## src/rtl/hdmi_defines.svh

```systemverilog
`ifndef HDMI_DEFINES_SVH
`define HDMI_DEFINES_SVH

// Horizontal timing in pixels
`define H_ACTIVE 16
`define H_FP     2
`define H_SYNC   3
`define H_BP     3

// Vertical timing in lines
`define V_ACTIVE 8
`define V_FP     1
`define V_SYNC   2
`define V_BP     1

// One word per active pixel
`define FB_DEPTH 128
`define FB_AW    7

`define REG_X      8'h00
`define REG_Y      8'h04
`define REG_COLOR  8'h08
`define REG_LEN    8'h0C
`define REG_CTRL   8'h10
`define REG_ID     8'h18
`define REG_STATUS 8'h1C

`define ID_VALUE 32'h0000_0055

`endif
```

## src/rtl/hdmi_video_pkg.sv

```systemverilog
`include "hdmi_defines.svh"

package hdmi_video_pkg;

    localparam int H_TOTAL = `H_ACTIVE + `H_FP + `H_SYNC + `H_BP;
    localparam int V_TOTAL = `V_ACTIVE + `V_FP + `V_SYNC + `V_BP;
    localparam int H_CW    = $clog2(H_TOTAL);
    localparam int V_CW    = $clog2(V_TOTAL);

    typedef struct packed {
        logic [7:0] r;
        logic [7:0] g;
        logic [7:0] b;
    } rgb_t;

    typedef struct packed {
        logic [15:0] x;
        logic [15:0] y;
        rgb_t        color;
        logic [23:0] len;
    } draw_cmd_t;

    typedef struct packed {
        logic              en;
        logic [`FB_AW-1:0] addr;
        rgb_t              data;
    } fb_wr_t;

    // Raw counter values, valid as coordinates while de is high
    typedef struct packed {
        logic            hsync;
        logic            vsync;
        logic            de;
        logic [H_CW-1:0] h;
        logic [V_CW-1:0] v;
    } vid_ctl_t;

endpackage

```

## src/rtl/hdmi_bus_pkg.sv

```systemverilog
package hdmi_bus_pkg;

    // Address phase as seen by the register block
    typedef struct packed {
        logic       write;
        logic [7:0] addr;
    } ahb_req_t;

    // Layout of the status word on reads
    typedef struct packed {
        logic [30:0] rsvd;
        logic        busy;
    } reg_status_t;

endpackage

```

## src/rtl/hdmi_draw_top.sv

```systemverilog
`include "hdmi_defines.svh"

module hdmi_draw_top
    import hdmi_video_pkg::*;
(
    input  logic        HCLK,
    input  logic        HRESETn,
    input  logic        HSEL,
    input  logic [31:0] HADDR,
    input  logic [1:0]  HTRANS,
    input  logic        HWRITE,
    input  logic [31:0] HWDATA,
    input  logic        HREADY,
    output logic        HREADYOUT,
    output logic [31:0] HRDATA,
    output logic        HRESP,
    output logic        hsync,
    output logic        vsync,
    output logic        de,
    output rgb_t        rgb
);

    draw_cmd_t         cmd;
    logic              start;
    logic              busy;
    fb_wr_t            fb_wr;
    vid_ctl_t          vid;
    logic [`FB_AW-1:0] rd_addr;
    rgb_t              rd_data;

    ahb_draw_regs regs_i (
        .HCLK      (HCLK),
        .HRESETn   (HRESETn),
        .HSEL      (HSEL),
        .HADDR     (HADDR),
        .HTRANS    (HTRANS),
        .HWRITE    (HWRITE),
        .HWDATA    (HWDATA),
        .HREADY    (HREADY),
        .HREADYOUT (HREADYOUT),
        .HRDATA    (HRDATA),
        .HRESP     (HRESP),
        .cmd       (cmd),
        .start     (start),
        .busy      (busy)
    );

    draw_ctrl ctrl_i (
        .HCLK    (HCLK),
        .HRESETn (HRESETn),
        .cmd     (cmd),
        .start   (start),
        .busy    (busy),
        .fb_wr   (fb_wr)
    );

    frame_buffer fb_i (
        .HCLK    (HCLK),
        .fb_wr   (fb_wr),
        .rd_addr (rd_addr),
        .rd_data (rd_data)
    );

    video_timing timing_i (
        .HCLK    (HCLK),
        .HRESETn (HRESETn),
        .vid     (vid)
    );

    pixel_scanout scan_i (
        .HCLK    (HCLK),
        .HRESETn (HRESETn),
        .vid     (vid),
        .rd_addr (rd_addr),
        .rd_data (rd_data),
        .hsync   (hsync),
        .vsync   (vsync),
        .de      (de),
        .rgb     (rgb)
    );

endmodule

```

## src/rtl/pixel_scanout.sv

```systemverilog
`include "hdmi_defines.svh"

module pixel_scanout
    import hdmi_video_pkg::*;
(
    input  logic              HCLK,
    input  logic              HRESETn,
    input  vid_ctl_t          vid,
    output logic [`FB_AW-1:0] rd_addr,
    input  rgb_t              rd_data,
    output logic              hsync,
    output logic              vsync,
    output logic              de,
    output rgb_t              rgb
);

    logic [31:0] lin_addr;
    vid_ctl_t    vid_q;

    // Row-major, only meaningful inside the active area
    assign lin_addr = 32'(vid.v) * `H_ACTIVE + 32'(vid.h);
    assign rd_addr  = lin_addr[`FB_AW-1:0];

    // Matches the one-cycle memory read
    always_ff @(posedge HCLK or negedge HRESETn)
    begin
        if (!HRESETn)
            vid_q <= '0;
        else
            vid_q <= vid;
    end

    assign hsync = vid_q.hsync;
    assign vsync = vid_q.vsync;
    assign de    = vid_q.de;
    assign rgb   = vid_q.de ? rd_data : '0;     // Black in blanking

endmodule

```

## src/rtl/video_timing.sv

```systemverilog
`include "hdmi_defines.svh"

module video_timing
    import hdmi_video_pkg::*;
(
    input  logic     HCLK,
    input  logic     HRESETn,
    output vid_ctl_t vid
);

    localparam int HS_START = `H_ACTIVE + `H_FP;
    localparam int HS_END   = HS_START + `H_SYNC;
    localparam int VS_START = `V_ACTIVE + `V_FP;
    localparam int VS_END   = VS_START + `V_SYNC;

    logic [H_CW-1:0] h_cnt;
    logic [V_CW-1:0] v_cnt;

    always_ff @(posedge HCLK or negedge HRESETn)
    begin
        if (!HRESETn)
        begin
            h_cnt <= '0;
            v_cnt <= '0;
        end
        else if (h_cnt == H_CW'(H_TOTAL - 1))
        begin
            h_cnt <= '0;
            v_cnt <= (v_cnt == V_CW'(V_TOTAL - 1)) ? '0 : v_cnt + 1'b1;
        end
        else
            h_cnt <= h_cnt + 1'b1;
    end

    always_comb
    begin
        vid.h     = h_cnt;
        vid.v     = v_cnt;
        vid.de    = (int'(h_cnt) < `H_ACTIVE) && (int'(v_cnt) < `V_ACTIVE);
        vid.hsync = (int'(h_cnt) >= HS_START) && (int'(h_cnt) < HS_END);
        vid.vsync = (int'(v_cnt) >= VS_START) && (int'(v_cnt) < VS_END);
    end

    a_cnt_range: assert property (@(posedge HCLK) disable iff (!HRESETn)
        (int'(h_cnt) < H_TOTAL) && (int'(v_cnt) < V_TOTAL));

endmodule

```

## src/rtl/frame_buffer.sv

```systemverilog
`include "hdmi_defines.svh"

module frame_buffer
    import hdmi_video_pkg::*;
(
    input  logic              HCLK,
    input  fb_wr_t            fb_wr,
    input  logic [`FB_AW-1:0] rd_addr,
    output rgb_t              rd_data
);

    rgb_t mem [`FB_DEPTH];

    always_ff @(posedge HCLK)
    begin
        if (fb_wr.en)
            mem[fb_wr.addr] <= fb_wr.data;
    end

    // Read before write on a collision
    always_ff @(posedge HCLK)
    begin
        rd_data <= mem[rd_addr];
    end

endmodule

```

## src/rtl/draw_ctrl.sv

```systemverilog
`include "hdmi_defines.svh"

module draw_ctrl
    import hdmi_video_pkg::*;
(
    input  logic      HCLK,
    input  logic      HRESETn,
    input  draw_cmd_t cmd,
    input  logic      start,
    output logic      busy,
    output fb_wr_t    fb_wr
);

    localparam int AW = `FB_AW;

    typedef enum logic {IDLE, RUN} state_t;

    state_t      state;
    logic [23:0] remain;
    logic        go;
    logic [31:0] base_addr;
    logic [AW-1:0] addr_q;
    rgb_t        color_q;

    // Start pixel, wrapped into the buffer
    assign base_addr = (32'(cmd.y) * `H_ACTIVE + 32'(cmd.x)) % `FB_DEPTH;
    assign go        = (state == IDLE) && start && (cmd.len != '0);

    always_ff @(posedge HCLK or negedge HRESETn)
    begin
        if (!HRESETn)
        begin
            state  <= IDLE;
            remain <= '0;
        end
        else
        begin
            case (state)
                IDLE:
                begin
                    if (go)
                    begin
                        state  <= RUN;
                        remain <= cmd.len;
                    end
                end
                RUN:
                begin
                    remain <= remain - 1'b1;
                    if (remain == 24'd1)
                        state <= IDLE;      // Last pixel this cycle
                end
                default: state <= IDLE;
            endcase
        end
    end

    always_ff @(posedge HCLK)
    begin
        if (go)
        begin
            addr_q  <= base_addr[AW-1:0];
            color_q <= cmd.color;
        end
        else if (state == RUN)
            addr_q <= (addr_q == AW'(`FB_DEPTH - 1)) ? '0 : addr_q + 1'b1;
    end

    assign busy       = (state == RUN);
    assign fb_wr.en   = (remain != '0);     // Pixels still owed
    assign fb_wr.addr = addr_q;
    assign fb_wr.data = color_q;

    a_wr_busy: assert property (@(posedge HCLK) disable iff (!HRESETn)
        fb_wr.en |-> busy);

endmodule

```

## src/rtl/ahb_draw_regs.sv

```systemverilog
`include "hdmi_defines.svh"

module ahb_draw_regs
    import hdmi_bus_pkg::*;
    import hdmi_video_pkg::*;
(
    input  logic        HCLK,
    input  logic        HRESETn,
    input  logic        HSEL,
    input  logic [31:0] HADDR,
    input  logic [1:0]  HTRANS,
    input  logic        HWRITE,
    input  logic [31:0] HWDATA,
    input  logic        HREADY,
    output logic        HREADYOUT,
    output logic [31:0] HRDATA,
    output logic        HRESP,
    output draw_cmd_t   cmd,
    output logic        start,
    input  logic        busy
);

    logic        accept;
    logic        req_vld_q;
    ahb_req_t    req_q;
    logic        wr_phase;
    logic        rd_phase;
    reg_status_t status;

    assign HREADYOUT = 1'b1;
    assign HRESP     = 1'b0;                 // Always OKAY

    assign accept = HSEL && HTRANS[1] && HREADY;

    always_ff @(posedge HCLK or negedge HRESETn)
    begin
        if (!HRESETn)
        begin
            req_vld_q <= 1'b0;
            req_q     <= '0;
        end
        else
        begin
            req_vld_q <= accept;
            if (accept)
            begin
                req_q.write <= HWRITE;
                req_q.addr  <= HADDR[7:0];
            end
        end
    end

    assign wr_phase = req_vld_q && req_q.write && HREADY;
    assign rd_phase = req_vld_q && !req_q.write;

    always_ff @(posedge HCLK or negedge HRESETn)
    begin
        if (!HRESETn)
            cmd <= '0;
        else if (wr_phase)
        begin
            case (req_q.addr)
                `REG_X:     cmd.x     <= HWDATA[15:0];
                `REG_Y:     cmd.y     <= HWDATA[15:0];
                `REG_COLOR: cmd.color <= HWDATA[23:0];   // R in 23:16
                `REG_LEN:   cmd.len   <= HWDATA[23:0];
                default:    ;
            endcase
        end
    end

    // Draw_ctrl decides whether the start is taken
    assign start = wr_phase && (req_q.addr == `REG_CTRL) && HWDATA[0];

    assign status.rsvd = '0;
    assign status.busy = busy;

    always_comb
    begin
        HRDATA = '0;
        if (rd_phase)
        begin
            case (req_q.addr)
                `REG_ID:     HRDATA = `ID_VALUE;
                `REG_STATUS: HRDATA = status;
                default:     HRDATA = '0;
            endcase
        end
    end

    a_start_single: assert property (@(posedge HCLK) disable iff (!HRESETn)
        start |=> !start);

endmodule

```

## config.mk

```make
export PLATFORM = sky130hd
export DESIGN_NAME = hdmi_draw_top
export DESIGN_NICKNAME = d
export VERILOG_FILES = /design/src/rtl/hdmi_video_pkg.sv /design/src/rtl/hdmi_bus_pkg.sv /design/src/rtl/hdmi_draw_top.sv /design/src/rtl/pixel_scanout.sv /design/src/rtl/video_timing.sv /design/src/rtl/frame_buffer.sv /design/src/rtl/draw_ctrl.sv /design/src/rtl/ahb_draw_regs.sv
export VERILOG_INCLUDE_DIRS = /design/src /design/src/rtl
export SDC_FILE = /design/constraint.sdc
export NUM_CORES = 2
export LEC_CHECK = 0
export BUFFER_PORTS_ARGS = -buffer_cell sky130_fd_sc_hd__buf_4
export CORE_UTILIZATION = 46
export CTS_CLUSTER_SIZE = 40
export DETAILED_ROUTE_END_ITERATION = 8
export PLACE_DENSITY = 0.6
export SETUP_SLACK_MARGIN = 0.5
export SLEW_MARGIN = 20
export SYNTH_ARGS = -nofsm -noshare
export SYNTH_HDL_FRONTEND = slang
export SYNTH_SLANG_ARGS = --single-unit
```

## constraint.sdc

```tcl
create_clock -name HCLK -period 3.8 [get_ports HCLK]
set_clock_uncertainty 0.15 [all_clocks]
set_input_delay 0.76 -clock HCLK [delete_from_list [all_inputs] [get_ports HCLK]]
set_output_delay 0.76 -clock HCLK [all_outputs]
set_load 0.005 [all_outputs]
```

Word level (Yosys, flattened, before mapping)
Memories as Yosys holds them, arrays and structs flattened. A register that Yosys moved wholly into a read port is not among the register bits.
Index checks and enable logic that the tools add are counted.
{ "op_classes": {"eq_ne": 11, "mux": 15, "magnitude_cmp": 6, "n_reduce_logical": 21, "bitwise_logic": 1, "add_sub_neg": 6} }
{ "ops": {"columns": ["op", "count"], "rows": [
  ["2-to-1 mux 24 bit", 2],
  ["case mux 24 bit (2 select lines)", 1],
  ["nonzero test 24 bit", 2],
  ["2-to-1 mux 32 bit", 1],
  ["== test 24 x 1 -> 1 bit (second input constant)", 1],
  ["== test 8 x 5 -> 1 bit (second input constant)", 3],
  ["subtractor 24 x 1 -> 24 bit (second input constant)", 1],
  ["2-to-1 mux 7 bit", 3],
  ["== test 8 x 4 -> 1 bit (second input constant)", 2],
  ["case mux 7 bit (2 select lines)", 1],
  ["logical AND 1 bit", 12],
  ["less-than comparator 5 bit (second input constant)", 2],
  ["== test 8 x 3 -> 1 bit (second input constant)", 1],
  ["logical NOT 8 bit", 1],
  ["less-than comparator 4 bit (second input constant)", 2],
  ["AND reduction 2 bit", 4],
  ["adder 7 x 1 -> 7 bit (second input constant)", 1],
  ["adder 7 x 5 -> 7 bit", 1],
  ["adder 7 bit", 1],
  ["== test 7 bit (second input constant)", 1],
  ["adder 5 x 1 -> 5 bit (second input constant)", 1],
  ["== test 5 bit (second input constant)", 1],
  [">= comparator 5 bit (second input constant)", 1],
  ["2-to-1 mux 5 bit", 1],
  ["other kinds (10)", 13]
]} }
{ "word_totals": {"memories": 1, "reg_bits": 136, "mem_bits_rw": 3072, "word_cells": 81, "inputBits": 71, "out_inout_bits": 61} }
{ "memory_table": {"columns": ["name", "depth", "word_bits", "rd", "rd_ports_with_merged_regs", "wr", "line", "source"], "rows": [
  ["fb_i.mem", 128, 24, 1, 1, 1, "frame_buffer.sv:12", "rgb_t mem [`FB_DEPTH];"]
]} }

Logic depth before layout (Yosys ltp)
{ "logic_depth": {"word_depth": 8, "depth_mapped": 11, "mapped_depth_nobuf": 8} }

Cells and area by module
Synthesis repeated with hierarchy kept, for this count alone.
{ "hier_totals": {"cells_unflattened": 5108, "hier_area_um2": 124697.1} }
{ "by_module_without_submodules": {"columns": ["module", "seq_area_each_um2", "cells_each", "n_inst", "area_per_inst_um2"], "rows": [
  ["frame_buffer", 92728.9, 4538, 1, 117381.3],
  ["ahb_draw_regs", 2252.2, 239, 1, 3704.8],
  ["draw_ctrl", 1556.5, 247, 1, 2780.2],
  ["video_timing", 225.2, 48, 1, 496.7],
  ["pixel_scanout", 75.1, 36, 1, 334.1]
]} }

Worst setup path after synthesis
OpenSTA, ideal clock, no wires.
{ "synth_path": {"path_kind": "flip-flop to flip-flop", "from": "register ctrl_i.remain[9]", "to": "memory fb_i.mem[73][0] (netlist bit), enable pin", "n_path_buf": 1, "period_less_slack_ns": 4.099, "stages_incl_launch_ff": 7, "arrival_ns": 3.484, "required_time_ns": 3.184, "setup_ns": 0.466, "setup_slack_ns": -0.299, "cell_sequence": "dfrtp_1 > clkbuf_1 > nor4_1 > and4b_1 > nand4_1 > nand2_1 > nor4_1"} }
{ "synth_between": {"elab_chain_len": 3} }
{ "synth_lines": {"columns": ["item", "line", "source"], "rows": [
  ["from (decl)", "draw_ctrl.sv:19", "logic [23:0] remain;"],
  ["from (signal assigned)", "draw_ctrl.sv:44", "remain <= cmd.len;"],
  ["from (signal assigned)", "draw_ctrl.sv:49", "remain <= remain - 1'b1;"],
  ["nonzero test 24 bit", "draw_ctrl.sv:70", "assign fb_wr.en = (remain != '0);"],
  ["2-to-1 mux 1 bit", "frame_buffer.sv:16", "if (fb_wr.en)"],
  ["2-to-1 mux 1 bit (implied by the code)", "frame_buffer.sv:17", "mem[fb_wr.addr] <= fb_wr.data;"],
  ["to (decl)", "frame_buffer.sv:12", null]
]} }
Every way passes these cells.

Worst setup path in the final report
{ "layout_path": {"from": "register timing_i.v_cnt[0]", "to": "register, netlist name fb_i.rd_data[8]"} }
{ "layout_between": {"elab_chain_len": 1} }
{ "layout_lines": {"columns": ["item", "line", "source"], "rows": [
  ["from (decl)", "video_timing.sv:17", "logic [V_CW-1:0] v_cnt;"],
  ["from (signal assigned)", "video_timing.sv:29", "v_cnt <= (v_cnt == V_CW'(V_TOTAL - 1)) ? '0 : v_cnt + 1'b1;"],
  ["adder 7 x 5 -> 7 bit", "pixel_scanout.sv:21", "assign lin_addr = 32'(vid.v) * `H_ACTIVE + 32'(vid.h);"]
]} }
Every way passes these cells.
A chain may end at the register's enable or synchronous reset.

==> flow_metrics.tcl <==
set metrics [dict create \
    track_usage 0.2474 \
    maxCapViolCount 0 \
    fin_nets 7266 \
    status "complete, no violations" \
    layout_commonest_cell "edfxtp_1" \
    fmax_ghz 0.2966 \
    powerDensity_mw_per_mm2 478.3 \
    critPathLaunchType "flip-flop" \
    min_period_ns 3.372 \
    clk_path_buf_depth 4 \
    grt_remaining_overflow 0 \
    die_width_um 525.7 \
    regArea_mm2 0.09630 \
    grt_pass1_vias 66310 \
    rsz0062_at_grt "true" \
    place_congestion 0.8698 \
    cts_tree "done" \
    mostFrequentLayoutCells "edfxtp_1 (3103), mux2i_1 (602), buf_4 (495)" \
    core_mm2 0.2717 \
    drtPass1Iterations 6 \
    layout-drive-gt1-share 0.2411 \
    placed_area_mm2 0.1343 \
    hold_path.class "input pin to flip-flop" \
    wl_mm 345.8 \
    cts_buffers 330 \
    tightest_slew_ns 1.118 \
    multi_input_area_mm2 0.02819 \
    post_drt_wl_per_cell_um 31.41 \
    rows 191 \
    cts_htree_levels 5 \
    power.leakage_nw 48.23 \
    synth_compound_area_frac 0.05074 \
    synthAdderAreaFrac 0.001250 \
    worstPathArrival_ns 3.96 \
    syn_area_per_cell_um2 19.10 \
    synth_ff_type "edfxtp_1" \
    dr_total_vias 66720 \
    synth.distinct_cells 83 \
    ant_nets 0 \
    endpoint_kind "flip-flop" \
    post-route-drc-count 0 \
    num_io_pins 132 \
    fillers 20900 \
    fin_ws_ns 0.4284 \
    place_hpwl_mm 207.1 \
    hold_viol 0 \
    die_h_um 525.7 \
    yosys_warnings 0 \
    tns_ns 0 \
    grt_pass1_wl_mm 489.5 \
    maxSlewHeadroom 0.2539 \
    cp.required_ns 4.39 \
    antenna_found_initial 13 \
    design_area_mm2 0.1453 \
    viasPerCell 6.060 \
    synthCells 6606 \
    synthSimpleGateAreaFrac 0.03012 \
    numClockSinks 3232 \
    synth_top_family_by_area "multiplexers" \
    die-area_mm2 0.2764 \
    setup_viol 0 \
    grt_max_degree 129 \
    maxSlewViolCount 0 \
    critPathKind "flip-flop to flip-flop" \
    hold_path_depth 2 \
    cts_root_buf "clkbuf_16" \
    irDropWorstVdd_mv 0.4311 \
    synth-edff-count 3103 \
    start_util 0.4643 \
    synth_mux_area_frac 0.1319 \
    reg2reg_depth 8 \
    crit_path_max_fanout 8 \
    synth-seq-cells 3232 \
    yosysSeqAreaShare 0.7632 \
    synthXorXnorAreaFrac 0.001805 \
    portBuffers 68 \
    post-route-period-util 0.8873 \
    pre_cts_slack_ns -0.09335 \
    netlist_area_mm2 0.1262 \
    path_clk_slew_ns 0.06 \
    asyncSetResetFlopFracSynth 0.03249 \
    worstSkewPairLatency_ns 0.90 \
    syn_to_final_growth_pct 15.13 \
    drt_iter0_markers 7845 \
]
## stage by stage
stage / hold slack, ns / total power, W / instances / utilization
after global routing: 0.03554 / 0.07116 / 11000 / 0.5345
after detailed placement: 0.2810 / 0.03939 / 10370 / 0.4943
after global placement: 0.2770 / 0.03939 / 10370 / 0.4943
final: 0.06496 / 0.06948 / 11010 / 0.5346
after CTS: 0.001309 / 0.06989 / 10990 / 0.5335
after floorplan: 0.2678 / 0.03932 / 6634 / -
## state kept, by name (all words and copies together), names as in the netlist, 4 cells and up
signal,cells
regs_i.cmd,58
regs_i.req_q,9
ctrl_i.addr_q,7
fb_i.mem,3072
timing_i.v_cnt,4
ctrl_i.fb_wr,24
fb_i.rd_data,24
ctrl_i.remain,24
timing_i.h_cnt,5
## worst paths after layout
path                                                  to                           from  slack [ns]
setup / recovery                 fb_i.rd_data[8]$_DFF_P_  timing_i.v_cnt[0]$_DFFE_PN0N_        0.43
hold / removal                 regs_i.cmd[0]$_DFFE_PN0P_                      HWDATA[0]        0.06
setup reg to reg                 fb_i.rd_data[8]$_DFF_P_  timing_i.v_cnt[0]$_DFFE_PN0N_        0.43
hold reg to reg               ctrl_i.fb_wr[13]$_DFFE_PP_     regs_i.cmd[37]$_DFFE_PN0P_        0.29
max in group asynchronous     regs_i.cmd[47]$_DFFE_PN0P_                        HRESETn        2.19
min in group asynchronous  timing_i.v_cnt[3]$_DFFE_PN0N_                        HRESETn        0.41
## cell usage after synthesis, drive strengths merged, types with 15 or more instances
master,count,area [um2]
mux2i,603,6036
o21ai,127,635.6
nand2,189,719.4
a211oi,57,427.9
a21oi,157,785.8
a22oi,71,533.0
nor3,40,205.2
edfxtp,3103,93180
dfxtp,24,480.5
a22o,70,613.1
nand2b,18,112.6
xnor2,15,131.4
o211ai,39,292.8
mux4,398,8964
o32ai,21,183.9
nor2,381,1443
o41ai,28,245.2
o31ai,24,180.2
nand3,55,285.3
nor4,16,100.1
buf,311,2185
dfrtp,105,2628
o221ai,25,219.0
a221o,15,150.1
nor2b,38,237.7
mux2,146,1644
a221oi,58,508.0
o22ai,102,638.1
and2,44,275.3
clkbuf,108,405.4
a31oi,44,275.3
## report_power, final
group | total, W | internal [W] | switching, W
clock | 0.0308 | 0.0175 | 0.0133
combinational | 0.000170 | 0.0000880 | 0.0000815
sequential | 0.0385 | 0.0385 | 0.0000341
## critical path: stages (launching register included)
cell and delay, ns:
dfrtp_1 0.46, ha_4 0.19, ha_2 0.43, buf_4 0.19, nand2b_1 0.28, buf_4 0.32, a211oi_1 0.56, o32a_1 0.48
o32ai_1 0.15
## what timing repair did
action                                  CTS  global route
setup endpoints to repair              1719           450
buffers inserted                          9             7
resized for setup                        37            43
endpoints found under the hold margin   109             0
pin swaps                                 7             6
gates cloned                              0             2
hold buffers                             31             0
## cell type report
type                       instances  share of cell area
inverter                          14           0.0003618
tap                             3570             0.03075
antenna                            7           0.0001206
multi-input combinational       2971              0.1941
sequential                      3232              0.6630
clock buffer                     418             0.06041
timing repair buffer             634             0.04229
clock inverter                   163            0.008984
## kinds of logic (layout without fill, tap and decap cells)
group	count (synthesis)	in the layout
buffers and inverters	433	1229
AO/OA/AOI/OAI	917	917
multiplexers	1147	1147
other	2	37
flip-flops	3232	3232
adder cells (fa/ha/maj)	12	12
XOR/XNOR	26	26
AND/OR/NAND/NOR	837	839
## routing by layer
layer  part of all wire  routed length [um]  GRT usage
met5                  0                   0          0
met3              0.084               29080    0.04206
met2               0.47              163500     0.3938
met4              0.035               12180    0.08393
met1               0.41              141000     0.3463
No activity file was read; power rests on OpenSTA's default activity.
